**src/wb_pkg.sv**
```systemverilog
// Wishbone bus constants
package wb_pkg;

	// data path is one 32-bit word per beat
	localparam int DATA_W = 32;

	// the master sees a flat 32-bit byte address space
	localparam int ADDR_W = 32;

	// one byte enable per lane of the data word
	localparam int SEL_W = 4;

	// width of one byte lane, used when merging partial writes
	localparam int BYTE_W = DATA_W / SEL_W;

	// upper address half selects the peripheral
	localparam int PIDX_W = 16;

	// lowest address bit of the peripheral index field
	localparam int PIDX_LSB = ADDR_W - PIDX_W;

	// only these two indices are mapped, anything above is answered by the interconnect
	localparam int PERIPH_NUM = 2;
	localparam int PERIPH_REG = 0;
	localparam int PERIPH_FIFO = 1;

	// peripherals decode a small local word address from the low bits
	localparam int LADDR_W = 4;

	// the register bank fills the whole local address range
	localparam int REG_NUM = 2 ** LADDR_W;

	// FIFO geometry, the level needs one bit more than the pointers to tell full from empty
	localparam int FIFO_DEPTH = 8;
	localparam int FIFO_PTR_W = $clog2(FIFO_DEPTH);
	localparam int FIFO_LVL_W = $clog2(FIFO_DEPTH) + 1;

	// local register map of the FIFO peripheral
	localparam int FIFO_DATA_OFS = 0;
	localparam int FIFO_LEVEL_OFS = 1;

endpackage

```
**src/cmd_pkg.sv**
```systemverilog
// Command and master state types
package cmd_pkg;

	// operation carried by a command on the valid/ready port
	typedef enum logic [1:0] {
		CMD_READ = 2'd0,
		CMD_WRITE = 2'd1
	} cmd_op_e;

	// bus master sequence for one command
	// idle takes a command, strobe waits for acceptance,
	// wait_ack waits for the slave answer and respond holds the result
	typedef enum logic [1:0] {
		MST_IDLE = 2'd0,
		MST_STROBE = 2'd1,
		MST_WAIT_ACK = 2'd2,
		MST_RESPOND = 2'd3
	} mst_state_e;

endpackage

```
**src/wb_bus_if.sv**
```systemverilog
// Wishbone B4 pipelined bus
`timescale 1ns/1ps

interface wb_bus_if;
	import wb_pkg::*;

	// cycle and strobe qualify a request, we selects write
	logic cyc;
	logic stb;
	logic we;

	// full byte address on the master side, slaves only decode the low word bits
	logic [ADDR_W-1:0] adr;
	logic [SEL_W-1:0] sel;

	// write data flows towards the slave, read data back to the master
	logic [DATA_W-1:0] dat_w;
	logic [DATA_W-1:0] dat_r;

	// stall holds off a strobe, ack closes one accepted strobe
	logic stall;
	logic ack;

	modport master (
		output cyc, stb, we, adr, sel, dat_w,
		input dat_r, stall, ack
	);

	modport slave (
		input cyc, stb, we, adr, sel, dat_w,
		output dat_r, stall, ack
	);

endinterface

```
**src/wb_cmd_master.sv**
```systemverilog
// Command driven bus master
`timescale 1ns/1ps

module wb_cmd_master (
	input logic wb_clk_i,
	input logic wb_rst_i,
	input logic cmd_valid_i,
	output logic cmd_ready_o,
	input cmd_pkg::cmd_op_e cmd_op_i,
	input logic [wb_pkg::ADDR_W-1:0] cmd_addr_i,
	input logic [wb_pkg::SEL_W-1:0] cmd_sel_i,
	input logic [wb_pkg::DATA_W-1:0] cmd_data_i,
	output logic rsp_valid_o,
	input logic rsp_ready_i,
	output logic [wb_pkg::DATA_W-1:0] rsp_data_o,
	output logic rsp_err_o,
	input logic unmapped_i,
	wb_bus_if.master bus
);
	import wb_pkg::*;
	import cmd_pkg::*;

	mst_state_e state;

	// command captured at the transfer and replayed on the bus
	cmd_op_e op_q;
	logic [ADDR_W-1:0] addr_q;
	logic [SEL_W-1:0] sel_q;
	logic [DATA_W-1:0] data_q;

	// response latched with the ack
	logic [DATA_W-1:0] rsp_data_q;
	logic rsp_err_q;

	logic cmd_take;

	assign cmd_take = cmd_valid_i && cmd_ready_o;

	// only one access is ever in flight, so the handshakes fall out of the state
	assign cmd_ready_o = (state == MST_IDLE);
	assign rsp_valid_o = (state == MST_RESPOND);

	// cyc covers the strobe and the wait for its ack
	assign bus.cyc = (state == MST_STROBE) || (state == MST_WAIT_ACK);
	assign bus.stb = (state == MST_STROBE);
	assign bus.we = (op_q == CMD_WRITE);
	assign bus.adr = addr_q;
	assign bus.sel = sel_q;
	assign bus.dat_w = data_q;

	assign rsp_data_o = rsp_data_q;
	assign rsp_err_o = rsp_err_q;

	always_ff @(posedge wb_clk_i) begin
		if (wb_rst_i) begin
			state <= MST_IDLE;
		end else begin
			case (state)
				MST_IDLE: begin
					if (cmd_valid_i)
						state <= MST_STROBE;
				end
				// the strobe stays up until the slave drops stall
				MST_STROBE: begin
					if (!bus.stall)
						state <= MST_WAIT_ACK;
				end
				MST_WAIT_ACK: begin
					if (bus.ack)
						state <= MST_RESPOND;
				end
				// back-pressure keeps the response and blocks the next command
				MST_RESPOND: begin
					if (rsp_ready_i)
						state <= MST_IDLE;
				end
				default: state <= MST_IDLE;
			endcase
		end
	end

	always_ff @(posedge wb_clk_i) begin
		if (cmd_take) begin
			op_q <= cmd_op_i;
			addr_q <= cmd_addr_i;
			sel_q <= cmd_sel_i;
			data_q <= cmd_data_i;
		end
		// writes report zero data, the error bit marks an unmapped peripheral
		if (state == MST_WAIT_ACK && bus.ack) begin
			rsp_data_q <= (op_q == CMD_READ) ? bus.dat_r : '0;
			rsp_err_q <= unmapped_i;
		end
	end

endmodule

```
**src/wbx_1master.sv**
```systemverilog
// Single master Wishbone interconnect
`timescale 1ns/1ps

module wbx_1master (
	input logic wb_clk_i,
	input logic wb_rst_i,
	wb_bus_if.slave m,
	wb_bus_if.master s [wb_pkg::PERIPH_NUM],
	output logic unmapped_o
);
	import wb_pkg::*;

	logic req;
	logic [PIDX_W-1:0] pidx_q;
	logic [PIDX_W-1:0] pidx;
	logic mapped;
	logic self_ack_q;

	// return signals gathered from the slave buses so they can be indexed
	logic [DATA_W-1:0] per_dat [PERIPH_NUM];
	logic [PERIPH_NUM-1:0] per_ack;
	logic [PERIPH_NUM-1:0] per_stall;

	assign req = m.cyc && m.stb;

	// live index follows the address during a strobe and the held index afterwards
	assign pidx = req ? m.adr[PIDX_LSB +: PIDX_W] : pidx_q;
	assign mapped = (pidx < PIDX_W'(PERIPH_NUM));
	assign unmapped_o = !mapped;

	// the index persists after the strobe so the ack is routed back from the right slave
	always_ff @(posedge wb_clk_i) begin
		if (wb_rst_i)
			pidx_q <= '0;
		else if (req)
			pidx_q <= m.adr[PIDX_LSB +: PIDX_W];
	end

	// an unmapped index never stalls and is closed one cycle later by the interconnect
	always_ff @(posedge wb_clk_i) begin
		if (wb_rst_i)
			self_ack_q <= 1'b0;
		else
			self_ack_q <= req && !mapped;
	end

	for (genvar i = 0; i < PERIPH_NUM; i++) begin : g_slave
		// during a strobe the live index is the value the register is about to take,
		// so the new peripheral gets cyc together with its first strobe
		assign s[i].cyc = m.cyc && (pidx == PIDX_W'(i));
		assign s[i].stb = m.stb;
		assign s[i].we = m.we;
		assign s[i].adr = ADDR_W'(m.adr[LADDR_W-1:0]);
		assign s[i].sel = m.sel;
		assign s[i].dat_w = m.dat_w;
		assign per_dat[i] = s[i].dat_r;
		assign per_ack[i] = s[i].ack;
		assign per_stall[i] = s[i].stall;
	end

	// unmapped answers are the default, a mapped index overrides them
	always_comb begin
		m.dat_r = '0;
		m.ack = self_ack_q;
		m.stall = 1'b0;
		for (int i = 0; i < PERIPH_NUM; i++) begin
			if (pidx == PIDX_W'(i)) begin
				m.dat_r = per_dat[i];
				m.ack = per_ack[i];
				m.stall = per_stall[i];
			end
		end
	end

endmodule

```
**src/wb_fifo_periph.sv**
```systemverilog
// FIFO peripheral
`timescale 1ns/1ps

module wb_fifo_periph (
	input logic wb_clk_i,
	input logic wb_rst_i,
	wb_bus_if.slave bus
);
	import wb_pkg::*;

	logic [DATA_W-1:0] mem [FIFO_DEPTH];
	logic [FIFO_PTR_W-1:0] wr_ptr;
	logic [FIFO_PTR_W-1:0] rd_ptr;
	logic [FIFO_LVL_W-1:0] level;

	logic req;
	logic is_data;
	logic is_level;
	logic full;
	logic empty;
	logic stall;
	logic accept;
	logic push;
	logic pop;
	logic ack_q;
	logic [DATA_W-1:0] dat_q;

	assign req = bus.cyc && bus.stb;
	assign is_data = (bus.adr[LADDR_W-1:0] == LADDR_W'(FIFO_DATA_OFS));
	assign is_level = (bus.adr[LADDR_W-1:0] == LADDR_W'(FIFO_LEVEL_OFS));
	assign full = (level == FIFO_LVL_W'(FIFO_DEPTH));
	assign empty = (level == '0);

	// hold the strobe off rather than overflow or underflow the buffer
	assign stall = req && is_data && (bus.we ? full : empty);
	assign accept = req && !stall;
	assign push = accept && bus.we && is_data;
	assign pop = accept && !bus.we && is_data;

	assign bus.stall = stall;
	assign bus.ack = ack_q;
	assign bus.dat_r = dat_q;

	// pointers wrap on their own since the depth is a power of two
	always_ff @(posedge wb_clk_i) begin
		if (wb_rst_i) begin
			wr_ptr <= '0;
			rd_ptr <= '0;
			level <= '0;
			ack_q <= 1'b0;
		end else begin
			ack_q <= accept;
			if (push)
				wr_ptr <= wr_ptr + 1'b1;
			if (pop)
				rd_ptr <= rd_ptr + 1'b1;
			// a single strobe never pushes and pops at once
			if (push)
				level <= level + 1'b1;
			else if (pop)
				level <= level - 1'b1;
		end
	end

	// a level write is acked and dropped, other local addresses read as zero
	always_ff @(posedge wb_clk_i) begin
		if (push)
			mem[wr_ptr] <= bus.dat_w;
		if (accept && !bus.we) begin
			if (is_data)
				dat_q <= mem[rd_ptr];
			else if (is_level)
				dat_q <= DATA_W'(level);
			else
				dat_q <= '0;
		end
	end

endmodule

```
**src/wb_reg_periph.sv**
```systemverilog
// Register bank peripheral
`timescale 1ns/1ps

module wb_reg_periph (
	input logic wb_clk_i,
	input logic wb_rst_i,
	wb_bus_if.slave bus
);
	import wb_pkg::*;

	logic [DATA_W-1:0] regs [REG_NUM];
	logic [LADDR_W-1:0] ladr;
	logic accept;
	logic ack_q;
	logic [DATA_W-1:0] dat_q;

	assign ladr = bus.adr[LADDR_W-1:0];

	// the bank is always ready, every strobe is taken at once
	assign accept = bus.cyc && bus.stb;

	assign bus.stall = 1'b0;
	assign bus.ack = ack_q;
	assign bus.dat_r = dat_q;

	always_ff @(posedge wb_clk_i) begin
		if (wb_rst_i) begin
			for (int i = 0; i < REG_NUM; i++)
				regs[i] <= '0;
			ack_q <= 1'b0;
		end else begin
			ack_q <= accept;
			// only lanes with their sel bit set take the new byte
			if (accept && bus.we) begin
				for (int b = 0; b < SEL_W; b++) begin
					if (bus.sel[b])
						regs[ladr][b*BYTE_W +: BYTE_W] <= bus.dat_w[b*BYTE_W +: BYTE_W];
				end
			end
		end
	end

	// read data is registered so it lines up with the ack
	always_ff @(posedge wb_clk_i) begin
		if (accept && !bus.we)
			dat_q <= regs[ladr];
	end

endmodule

```
**src/wb_subsys_top.sv**
```systemverilog
// Wishbone subsystem top level
`timescale 1ns/1ps

module wb_subsys_top (
	input logic wb_clk_i,
	input logic wb_rst_i,
	input logic cmd_valid_i,
	output logic cmd_ready_o,
	input cmd_pkg::cmd_op_e cmd_op_i,
	input logic [wb_pkg::ADDR_W-1:0] cmd_addr_i,
	input logic [wb_pkg::SEL_W-1:0] cmd_sel_i,
	input logic [wb_pkg::DATA_W-1:0] cmd_data_i,
	output logic rsp_valid_o,
	input logic rsp_ready_i,
	output logic [wb_pkg::DATA_W-1:0] rsp_data_o,
	output logic rsp_err_o
);
	import wb_pkg::*;

	// flags an answer that came from the interconnect instead of a peripheral
	logic unmapped;

	wb_bus_if m_bus ();
	wb_bus_if s_bus [PERIPH_NUM] ();

	wb_cmd_master i_master (
		.wb_clk_i(wb_clk_i),
		.wb_rst_i(wb_rst_i),
		.cmd_valid_i(cmd_valid_i),
		.cmd_ready_o(cmd_ready_o),
		.cmd_op_i(cmd_op_i),
		.cmd_addr_i(cmd_addr_i),
		.cmd_sel_i(cmd_sel_i),
		.cmd_data_i(cmd_data_i),
		.rsp_valid_o(rsp_valid_o),
		.rsp_ready_i(rsp_ready_i),
		.rsp_data_o(rsp_data_o),
		.rsp_err_o(rsp_err_o),
		.unmapped_i(unmapped),
		.bus(m_bus)
	);

	wbx_1master i_xbar (
		.wb_clk_i(wb_clk_i),
		.wb_rst_i(wb_rst_i),
		.m(m_bus),
		.s(s_bus),
		.unmapped_o(unmapped)
	);

	wb_reg_periph i_reg (
		.wb_clk_i(wb_clk_i),
		.wb_rst_i(wb_rst_i),
		.bus(s_bus[PERIPH_REG])
	);

	wb_fifo_periph i_fifo (
		.wb_clk_i(wb_clk_i),
		.wb_rst_i(wb_rst_i),
		.bus(s_bus[PERIPH_FIFO])
	);

endmodule

```
**config.mk**
```make
export PLATFORM = sky130hd
export DESIGN_NAME = wb_subsys_top
export DESIGN_NICKNAME = d
export VERILOG_FILES = /design/src/wb_pkg.sv /design/src/cmd_pkg.sv /design/src/wb_bus_if.sv /design/src/wb_cmd_master.sv /design/src/wbx_1master.sv /design/src/wb_fifo_periph.sv /design/src/wb_reg_periph.sv /design/src/wb_subsys_top.sv
export SDC_FILE = /design/constraint.sdc
export NUM_CORES = 1
export LEC_CHECK = 0
export BUFFER_PORTS_ARGS = -buffer_cell sky130_fd_sc_hd__clkbuf_2
export CAP_MARGIN = 20
export CORE_MARGIN = 2
export CORE_UTILIZATION = 30
export CTS_BUF_LIST = sky130_fd_sc_hd__clkbuf_8 sky130_fd_sc_hd__clkbuf_16
export CTS_CLUSTER_SIZE = 28
export DETAILED_ROUTE_END_ITERATION = 7
export SYNTH_ARGS = -nofsm -noshare
export SYNTH_HDL_FRONTEND = slang
export SYNTH_HIERARCHICAL = 1
export SYNTH_SLANG_ARGS = --single-unit
```
**constraint.sdc**
```tcl
create_clock -name wb_clk_i -period 5.35 [get_ports wb_clk_i]
set_clock_uncertainty 0.1 [all_clocks]
set_input_delay 1.605 -clock wb_clk_i [delete_from_list [all_inputs] [get_ports wb_clk_i]]
set_output_delay 1.605 -clock wb_clk_i [all_outputs]
set_load 0.01 [all_outputs]
```
==> impl_metrics.env, run 1 <==
export IMPL_gr_total_overflow=0
export IMPL_numCtsBuffers=92
export IMPL_seqCellArea_um2=28400
export IMPL_synth_fp_nets=2605
export IMPL_cts_tree="built"
export IMPL_ys_warn_count=6
export IMPL_drv_slew=0
export IMPL_nets=2624
export IMPL_syn_to_final_growth_pct=12.8
export IMPL_crit_type="flop to flop"
export IMPL_peakVddDrop_uv=277
export IMPL_synth_area_per_cell_um2=15.7
export IMPL_grt_pass1_wl_um=136000
export IMPL_postCtsSetupBuffers=0
export IMPL_htreeDepth=3
export IMPL_fp_dieH_um=368
export IMPL_grtUsageTotal_pct=13.3
export IMPL_cts_repair_resized=0
export IMPL_vias=21000
export IMPL_routedWlPerCell_um=20.7
export IMPL_antenna_found_initial=1
export IMPL_final_period_utilization_pct=83.5
export IMPL_slowest_delay_ns=0.93
export IMPL_worst_slew_pin_transition_ns=1.10
export IMPL_ios=109
export IMPL_post_place_cells=4201
export IMPL_p_total_mw=17.9
export IMPL_drcViolationCount=0
export IMPL_hold_path_class="flop to flop"
export IMPL_cts_path_max_buffers=3
export IMPL_gp_congestion=0.762
export IMPL_num_antenna_cells=0
export IMPL_critPathLaunchType="flop"
export IMPL_reg2reg_depth=9
export IMPL_max_freq_ghz=0.224
export IMPL_cp_cell_sequence="inv_1 > ha_1 > nand2_2 > mux2_4 > nor3b_1 > and4b_2 > buf_4 > nand2_1 > o21bai_1"
export IMPL_powerDensity_nw_per_um2=400
export IMPL_worstHoldPathCells=2
export IMPL_drt_iter0_drc=1793
export IMPL_cp_max_fo=19
export IMPL_status="completed"
export IMPL_synth_cell_area_um2=39700
export IMPL_final_common_cell="edfxtp_1"
export IMPL_critPathArrivalTime_ns=4.67
export IMPL_cts_hold_buf=0
export IMPL_root_buffer="clkbuf_16"
export IMPL_die_area_um2=135000
export IMPL_insertion_delay_ns=0.69
export IMPL_wl_um=90400
export IMPL_rows=133
export IMPL_fill_cells=12600
export IMPL_first_global_vias=21400
export IMPL_holdWs_ns=0.360
export IMPL_final_cell_mix="edfxtp_1, nor2_1, mux4_2"
export IMPL_maxSlewHeadroom_pct=26.6
export IMPL_cap_violations=0
export IMPL_setup_viol=0
export IMPL_dr_pass1_iters=5
export IMPL_cts_clk_slew_worst_paths_ns=0.06
export IMPL_drive_gt1_share_pct=21.1
export IMPL_cp_required_ns=5.55
export IMPL_port_buffer_count=96
export IMPL_grt_setup_unrepaired="false"
export IMPL_cts_sinks=957
export IMPL_core_area_um2=131000
export IMPL_vias_per_cell=4.82
export IMPL_drtAntennaViolNets=0
export IMPL_die_x_um=368
export IMPL_start_util_pct=30.2
export IMPL_finalHoldViolCount=0
export IMPL_leakagePower_nw=14.3
export IMPL_dp_hpwl_um=57100
export IMPL_fin_crit_ns=4.47
export IMPL_endpoint_kind="flop"
export IMPL_finalNonFillerCells=4368
export IMPL_multi_input_area_um2=9880
export IMPL_cp_slowest_cell="o21bai_1"
export IMPL_grt_start_max_net_pins=85
export IMPL_synth_cells=2521
[flip-flops by register name, summed over array words and instances (netlist names), 4 cells and up, named ones only]
register and count:
i_reg/regs 512, i_fifo/mem 256, i_fifo/bus.dat_r 32, i_master/bus.dat_w 32
i_master/rsp_data_o 32, i_reg/bus.dat_r 32, i_master/bus.adr 20, i_xbar/pidx_q 16
i_fifo/level 4, i_master/bus.sel 4
[report_power, final]
group	internal [mW]	switching [mW]
registers	8.71	0.296
clock network	3.68	2.81
logic	0.833	1.59
[per-layer routing]
| metal | part of all wire [%] | track usage [%] | vias up |
|---|---|---|---|
| met5 | 0 | 0 | - |
| met2 | 50 | 22.5 | 583 |
| li1 | - | - | 9374 |
| met3 | 5.9 | 2.22 | 108 |
| met4 | 2.1 | 4.00 | 0 |
| met1 | 42 | 17.4 | 11000 |
[per-stage QoR]
step	TNS, ns	worst slack (ns)	utilization (%)	instance area (um2)
3_3_place_gp	0	0.806	31.8	41700
6_report	0	0.883	34.0	44800
3_5_place_dp	0	0.757	31.8	41700
4_1_cts	0	0.844	34.0	44800
2_1_floorplan	-33.57	-0.350	-	39700
5_1_grt	0	0.554	34.0	44800
[worst paths after layout]
| kind | from | to | slack, ns |
|---|---|---|---|
| worst min register to register | i_xbar/pidx_q[14] | i_xbar/pidx_q[14] | 0.36 |
| worst max-delay path | i_master/state[1] | i_reg/regs[9][19] | 0.88 |
| worst max register to register | i_master/state[1] | i_reg/regs[9][19] | 0.88 |
| worst min-delay path | i_xbar/pidx_q[14] | i_xbar/pidx_q[14] | 0.36 |
[worst max-delay path, delay by kind of cell, from the launching register on]
family	cells	cell delay (ns)
flip-flops	1	0.33
AO/OA/AOI/OAI	1	0.93
buffers and inverters	2	0.39
multiplexers	1	0.41
AND/OR/NAND/NOR	4	1.52
adder cells (fa/ha/maj)	1	0.40
[final cells by class]
| type | count | area share (%) |
|---|---|---|
| timing repair buffer | 196 | 2.78 |
| clock inverter | 70 | 1.41 |
| tap | 1755 | 4.91 |
| multi-input combinational | 1290 | 22.1 |
| sequential | 957 | 63.5 |
| clock buffer | 97 | 5.35 |
| inverter | 3 | 0.0252 |
No activity file was read; power rests on OpenSTA's default activity.
==> run 2, diff against run 1 <==
clock period = 4.6 ns   (was 5.35 ns; I/O delays follow)
==> impl_metrics.env, run 2 (synthesized netlist as in run 1, its figures left out) <==
export IMPL_status="completed"
export IMPL_top_regs="i_reg/regs (512), i_fifo/mem (256)"
export IMPL_min_from="i_xbar/pidx_q[15]"
export IMPL_final_common_cell="edfxtp_1"
export IMPL_rows=133
export IMPL_slowest_delay_ns=0.62
export IMPL_grt_pass1_wl_um=143000
export IMPL_vias=21500
export IMPL_post_place_cells=4258
export IMPL_leakagePower_nw=14.7
export IMPL_port_buffer_count=96
export IMPL_cp_slowest_cell="o21bai_1"
export IMPL_critPathLaunchType="flop"
export IMPL_gr_total_overflow=0
export IMPL_cp_required_ns=4.89
export IMPL_wl_met3_um=5960
export IMPL_num_antenna_cells=0
export IMPL_htreeDepth=3
export IMPL_setup_tns_ns=0
export IMPL_regToRegEndpoint="i_reg/regs[8][10]"
export IMPL_wl_met1_um=40600
export IMPL_drcViolationCount=0
export IMPL_critPathArrivalTime_ns=4.37
export IMPL_antenna_found_initial=0
export IMPL_die_area_um2=135000
export IMPL_cp_buffers_inverters=2
export IMPL_gp_congestion=0.792
export IMPL_first_global_vias=21900
export IMPL_final_cell_mix="edfxtp_1, nor2_1, mux4_2"
export IMPL_wl_met2_um=47800
export IMPL_insertion_delay_ns=0.69
export IMPL_finalHoldViolCount=0
export IMPL_grt_setup_unrepaired="false"
export IMPL_largest_register_ffs=512
export IMPL_critPathTopFamily="simple AND/OR/NAND/NOR gates"
export IMPL_cts_repair_resized=0
export IMPL_cap_violations=0
export IMPL_final_period_utilization_pct=88.7
export IMPL_hold_path_class="flop to flop"
export IMPL_grt_start_max_net_pins=78
export IMPL_ios=109
export IMPL_max_flop_register="i_reg/regs"
export IMPL_max_freq_ghz=0.245
export IMPL_powerDensity_nw_per_um2=472
export IMPL_cts_path_max_buffers=3
export IMPL_start_util_pct=30.2
export IMPL_drive_gt1_share_pct=23.3
export IMPL_fin_crit_ns=4.08
export IMPL_maxSlewHeadroom_pct=33.2
export IMPL_fp_dieH_um=368
export IMPL_top_layer="met4"
export IMPL_min_to="i_xbar/pidx_q[15]"
export IMPL_cp_cell_sequence="inv_1 > ha_1 > nand2_2 > mux2_4 > nor3b_1 > and4b_2 > nand2_1 > o21bai_1 > buf_4"
export IMPL_reg2reg_depth=9
export IMPL_numCtsBuffers=96
export IMPL_drtAntennaViolNets=0
export IMPL_cp_max_fo=19
export IMPL_cts_clk_slew_worst_paths_ns=0.06
export IMPL_vias_per_cell=4.84
export IMPL_postCtsSetupBuffers=0
export IMPL_cts_hold_buf=0
export IMPL_nets=2685
export IMPL_crit_type="flop to flop"
export IMPL_cts_tree="built"
export IMPL_core_area_um2=131000
export IMPL_cts_sinks=957
export IMPL_setup_viol=0
export IMPL_drt_iter0_drc=1831
export IMPL_root_buffer="clkbuf_16"
export IMPL_dr_pass1_iters=5
export IMPL_die_x_um=368
export IMPL_reg2reg_slack_ns=0.52
export IMPL_syn_to_final_growth_pct=14.6
export IMPL_routedWlPerCell_um=21.7
export IMPL_crit_path_start="i_master/state[0]"
export IMPL_drv_slew=0
export IMPL_worst_slew_pin_transition_ns=1.00
export IMPL_crit_reg2reg_launch="i_master/state[0]"
export IMPL_endpoint_kind="flop"
export IMPL_worstHoldPathCells=2
export IMPL_peakVddDrop_uv=326
export IMPL_wl_um=96100
export IMPL_dp_hpwl_um=59500
export IMPL_grtUsageTotal_pct=14.1
export IMPL_finalNonFillerCells=4435
==> run 2: worst max path at each step <==
stage	to	slack, ns	cells past startpoint
final	i_reg/regs[8][10]	0.52	9
after global routing	i_reg/regs[8][8]	0.31	9
after CTS	i_reg/regs[8][8]	0.48	9
after detailed placement	i_reg/regs[8][10]	0.52	9
after global placement	i_reg/regs[8][9]	0.57	9
after floorplan	i_fifo/mem[0][0]	-1.10	9
==> run 2: power by group <==
group          leakage (nW)  switching, mW  internal (mW)  total [mW]
clock                  1.63           3.37           4.62        7.99
sequential             9.30          0.357           10.1        10.5
combinational          3.74           1.96           1.01        2.97
total                  14.7           5.69           15.8        21.4
==> run 2: per-stage QoR <==
stage / hold slack (ns) / util (%) / cell area, um2 / power (mW) / setup WS [ns]
finish: 0.358 / 34.6 / 45500 / 21.4 / 0.520
floorplan: 0.336 / - / 39700 / 12.6 / -1.10
CTS: 0.360 / 34.6 / 45500 / 21.7 / 0.480
global placement: 0.347 / 32.1 / 42300 / 13.6 / 0.572
global route: 0.374 / 34.6 / 45500 / 22.2 / 0.307
detailed placement: 0.351 / 32.1 / 42300 / 13.7 / 0.521
==> run 2: cell type report <==
cell class / instances / area [um2]
fillers: 12600 / 86000
repair buffers: 253 / 1750
inverters: 3 / 11.3
well taps: 1755 / 2200
clock buffers: 102 / 2540
multi-input cells: 1290 / 9900
flip-flops and latches: 957 / 28400
clock inverters: 75 / 683
==> run 2: per-layer routing <==
layer  vias up  GRT usage, %
met5         -             0
met4         0          3.70
met3       117          2.30
met2       666          23.8
met1     11200          18.8
li1       9515             -
==> run 2: worst reg2reg max path, delay by kind of cell, from the launching register on <==
kind	cells	cell delay, ns
compound gates	1	0.62
fa+ha+maj	1	0.36
buf+inv	2	0.33
flops	1	0.38
mux	1	0.35
simple gates	4	1.64
==> run 3, diff against run 2 <==
CORE_ASPECT_RATIO = 1.2   (was not set)
CORE_UTILIZATION = 62   (was 30)
PLACE_DENSITY = 0.79   (was not set)
==> impl_metrics.env, run 3 (synthesized netlist as in run 1, its figures left out) <==
export IMPL_nets=2626
export IMPL_finalNonFillerCells=3433
export IMPL_top_regs="i_reg/regs (512), i_fifo/mem (256)"
export IMPL_seqCellArea_um2=28400
export IMPL_worst_slew_pin_transition_ns=1.09
export IMPL_fin_crit_ns=4.24
export IMPL_pre_cts_ws_ns=0.465
export IMPL_critPathTopFamily="simple AND/OR/NAND/NOR gates"
export IMPL_vias_per_cell=6.45
export IMPL_cp_buffers_inverters=2
export IMPL_cts_hold_buf=0
export IMPL_gp_congestion=0.830
export IMPL_root_buffer="clkbuf_16"
export IMPL_cts_repair_resized=0
export IMPL_grt_use_met1_pct=34.6
export IMPL_fill_cells=3799
export IMPL_final_period_utilization_pct=92.1
export IMPL_cts_tree="built"
export IMPL_drv_slew=0
export IMPL_status="completed"
export IMPL_ios=109
export IMPL_rows=101
export IMPL_slowest_delay_ns=0.79
export IMPL_critPathArrivalTime_ns=4.38
export IMPL_met2_usage_pct=47.0
export IMPL_cts_path_max_buffers=3
export IMPL_cts_sinks=957
export IMPL_postCtsSetupBuffers=0
export IMPL_p_seq_share_pct=51.6
export IMPL_core_area_um2=63300
export IMPL_final_cell_mix="edfxtp_1, nor2_1, mux4_2"
export IMPL_powerDensity_nw_per_um2=467
export IMPL_fp_dieH_um=281
export IMPL_start_util_pct=62.7
export IMPL_maxSlewHeadroom_pct=27.5
export IMPL_p_int_mw=15.0
export IMPL_p_comb_share_pct=14.0
export IMPL_grt_pass1_wl_um=133000
export IMPL_cts_clk_slew_worst_paths_ns=0.06
export IMPL_numCtsBuffers=84
export IMPL_insertion_delay_ns=0.63
export IMPL_power_net_switching_mw=5.23
export IMPL_hold_path_class="flop to flop"
export IMPL_htreeDepth=3
export IMPL_setup_tns_ns=0
export IMPL_cp_cell_sequence="inv_1 > ha_1 > nand2_2 > mux2_4 > nor3b_1 > and4b_1 > buf_12 > nand2_1 > o21bai_1"
export IMPL_routedWlPerCell_um=26.0
export IMPL_drcViolationCount=0
export IMPL_grtUsageTotal_pct=26.9
export IMPL_syn_to_final_growth_pct=9.49
export IMPL_cp_slowest_cell="o21bai_1"
export IMPL_dp_hpwl_um=54700
export IMPL_post_place_cells=3280
export IMPL_leakagePower_nw=14.2
export IMPL_fin_ws_ns=0.363
export IMPL_max_freq_ghz=0.236
export IMPL_multi_input_area_um2=9890
export IMPL_setup_viol=0
export IMPL_p_sw_share_pct=25.8
export IMPL_final_common_cell="edfxtp_1"
export IMPL_final_util_pct=68.6
export IMPL_largest_register_ffs=512
export IMPL_die_x_um=235
export IMPL_cp_max_fo=36
export IMPL_cp_required_ns=4.74
export IMPL_drive_gt1_share_pct=20.9
export IMPL_gr_total_overflow=0
export IMPL_grt_most_used_layer="met2"
export IMPL_vias=22200
export IMPL_antenna_found_initial=3
export IMPL_first_global_vias=22300
export IMPL_grt_start_max_net_pins=136
export IMPL_max_flop_register="i_reg/regs"
export IMPL_drt_iter0_drc=2835
export IMPL_grt_use_met3_pct=3.87
export IMPL_dr_pass1_iters=5
export IMPL_peakVddDrop_uv=467
export IMPL_holdWs_ns=0.368
export IMPL_drtAntennaViolNets=0
export IMPL_die_area_um2=66100
export IMPL_cap_violations=0
export IMPL_finalHoldViolCount=0
export IMPL_grt_setup_unrepaired="false"
export IMPL_wl_um=89100
export IMPL_crit_type="flop to flop"
export IMPL_endpoint_kind="flop"
export IMPL_critPathLaunchType="flop"
export IMPL_port_buffer_count=96
export IMPL_clock_power_share_pct=34.4
==> run 3: path summary, 6_finish.rpt <==
check        slack [ns]                 to               from  cells past startpoint
max                0.36  i_reg/regs[4][19]  i_master/state[1]                      9
min reg2reg        0.37  i_xbar/pidx_q[10]  i_xbar/pidx_q[10]                      2
min                0.37  i_xbar/pidx_q[10]  i_xbar/pidx_q[10]                      2
max reg2reg        0.36  i_reg/regs[4][19]  i_master/state[1]                      9
==> run 3: metal layers <==
metal | wire length [um] | part of all wire (%)
met2 | 46300 | 52
met4 | 3040 | 3.4
met5 | 0 | 0
met3 | 7490 | 8.4
met1 | 32200 | 36
==> run 3: worst min-delay path: stages (launching register included) <==
cell and delay (ns):
dfxtp_1 0.31, nand2_1 0.05, a21oi_1 0.06
==> run 3: power groups by stage <==
stage                     Clock (mW)  Combinational (mW)  Sequential, mW
after detailed placement           0                2.75            10.6
final                           6.98                2.83            10.5
after floorplan                    0                2.17            10.4
after CTS                       7.05                2.79            10.4
after global placement             0                2.66            10.6
after global routing            7.34                3.00            10.5
==> run 3: area by class of cell <==
| type | instances | share of cell area, % |
|---|---|---|
| Clock inverter | 63 | 1.21 |
| Multi-Input combinational cell | 1290 | 22.8 |
| Inverter | 3 | 0.0259 |
| Tap cell | 824 | 2.37 |
| Antenna cell | 3 | 0.0173 |
| Sequential cell | 957 | 65.4 |
| Timing Repair Buffer | 206 | 3.24 |
| Clock buffer | 87 | 5.01 |
==> run 3: per-stage QoR <==
stage	total power, mW	area, um2
floorplan	12.6	39700
global placement	13.2	40700
detailed placement	13.4	40700
CTS	20.3	43400
global route	20.8	43500
finish	20.3	43500
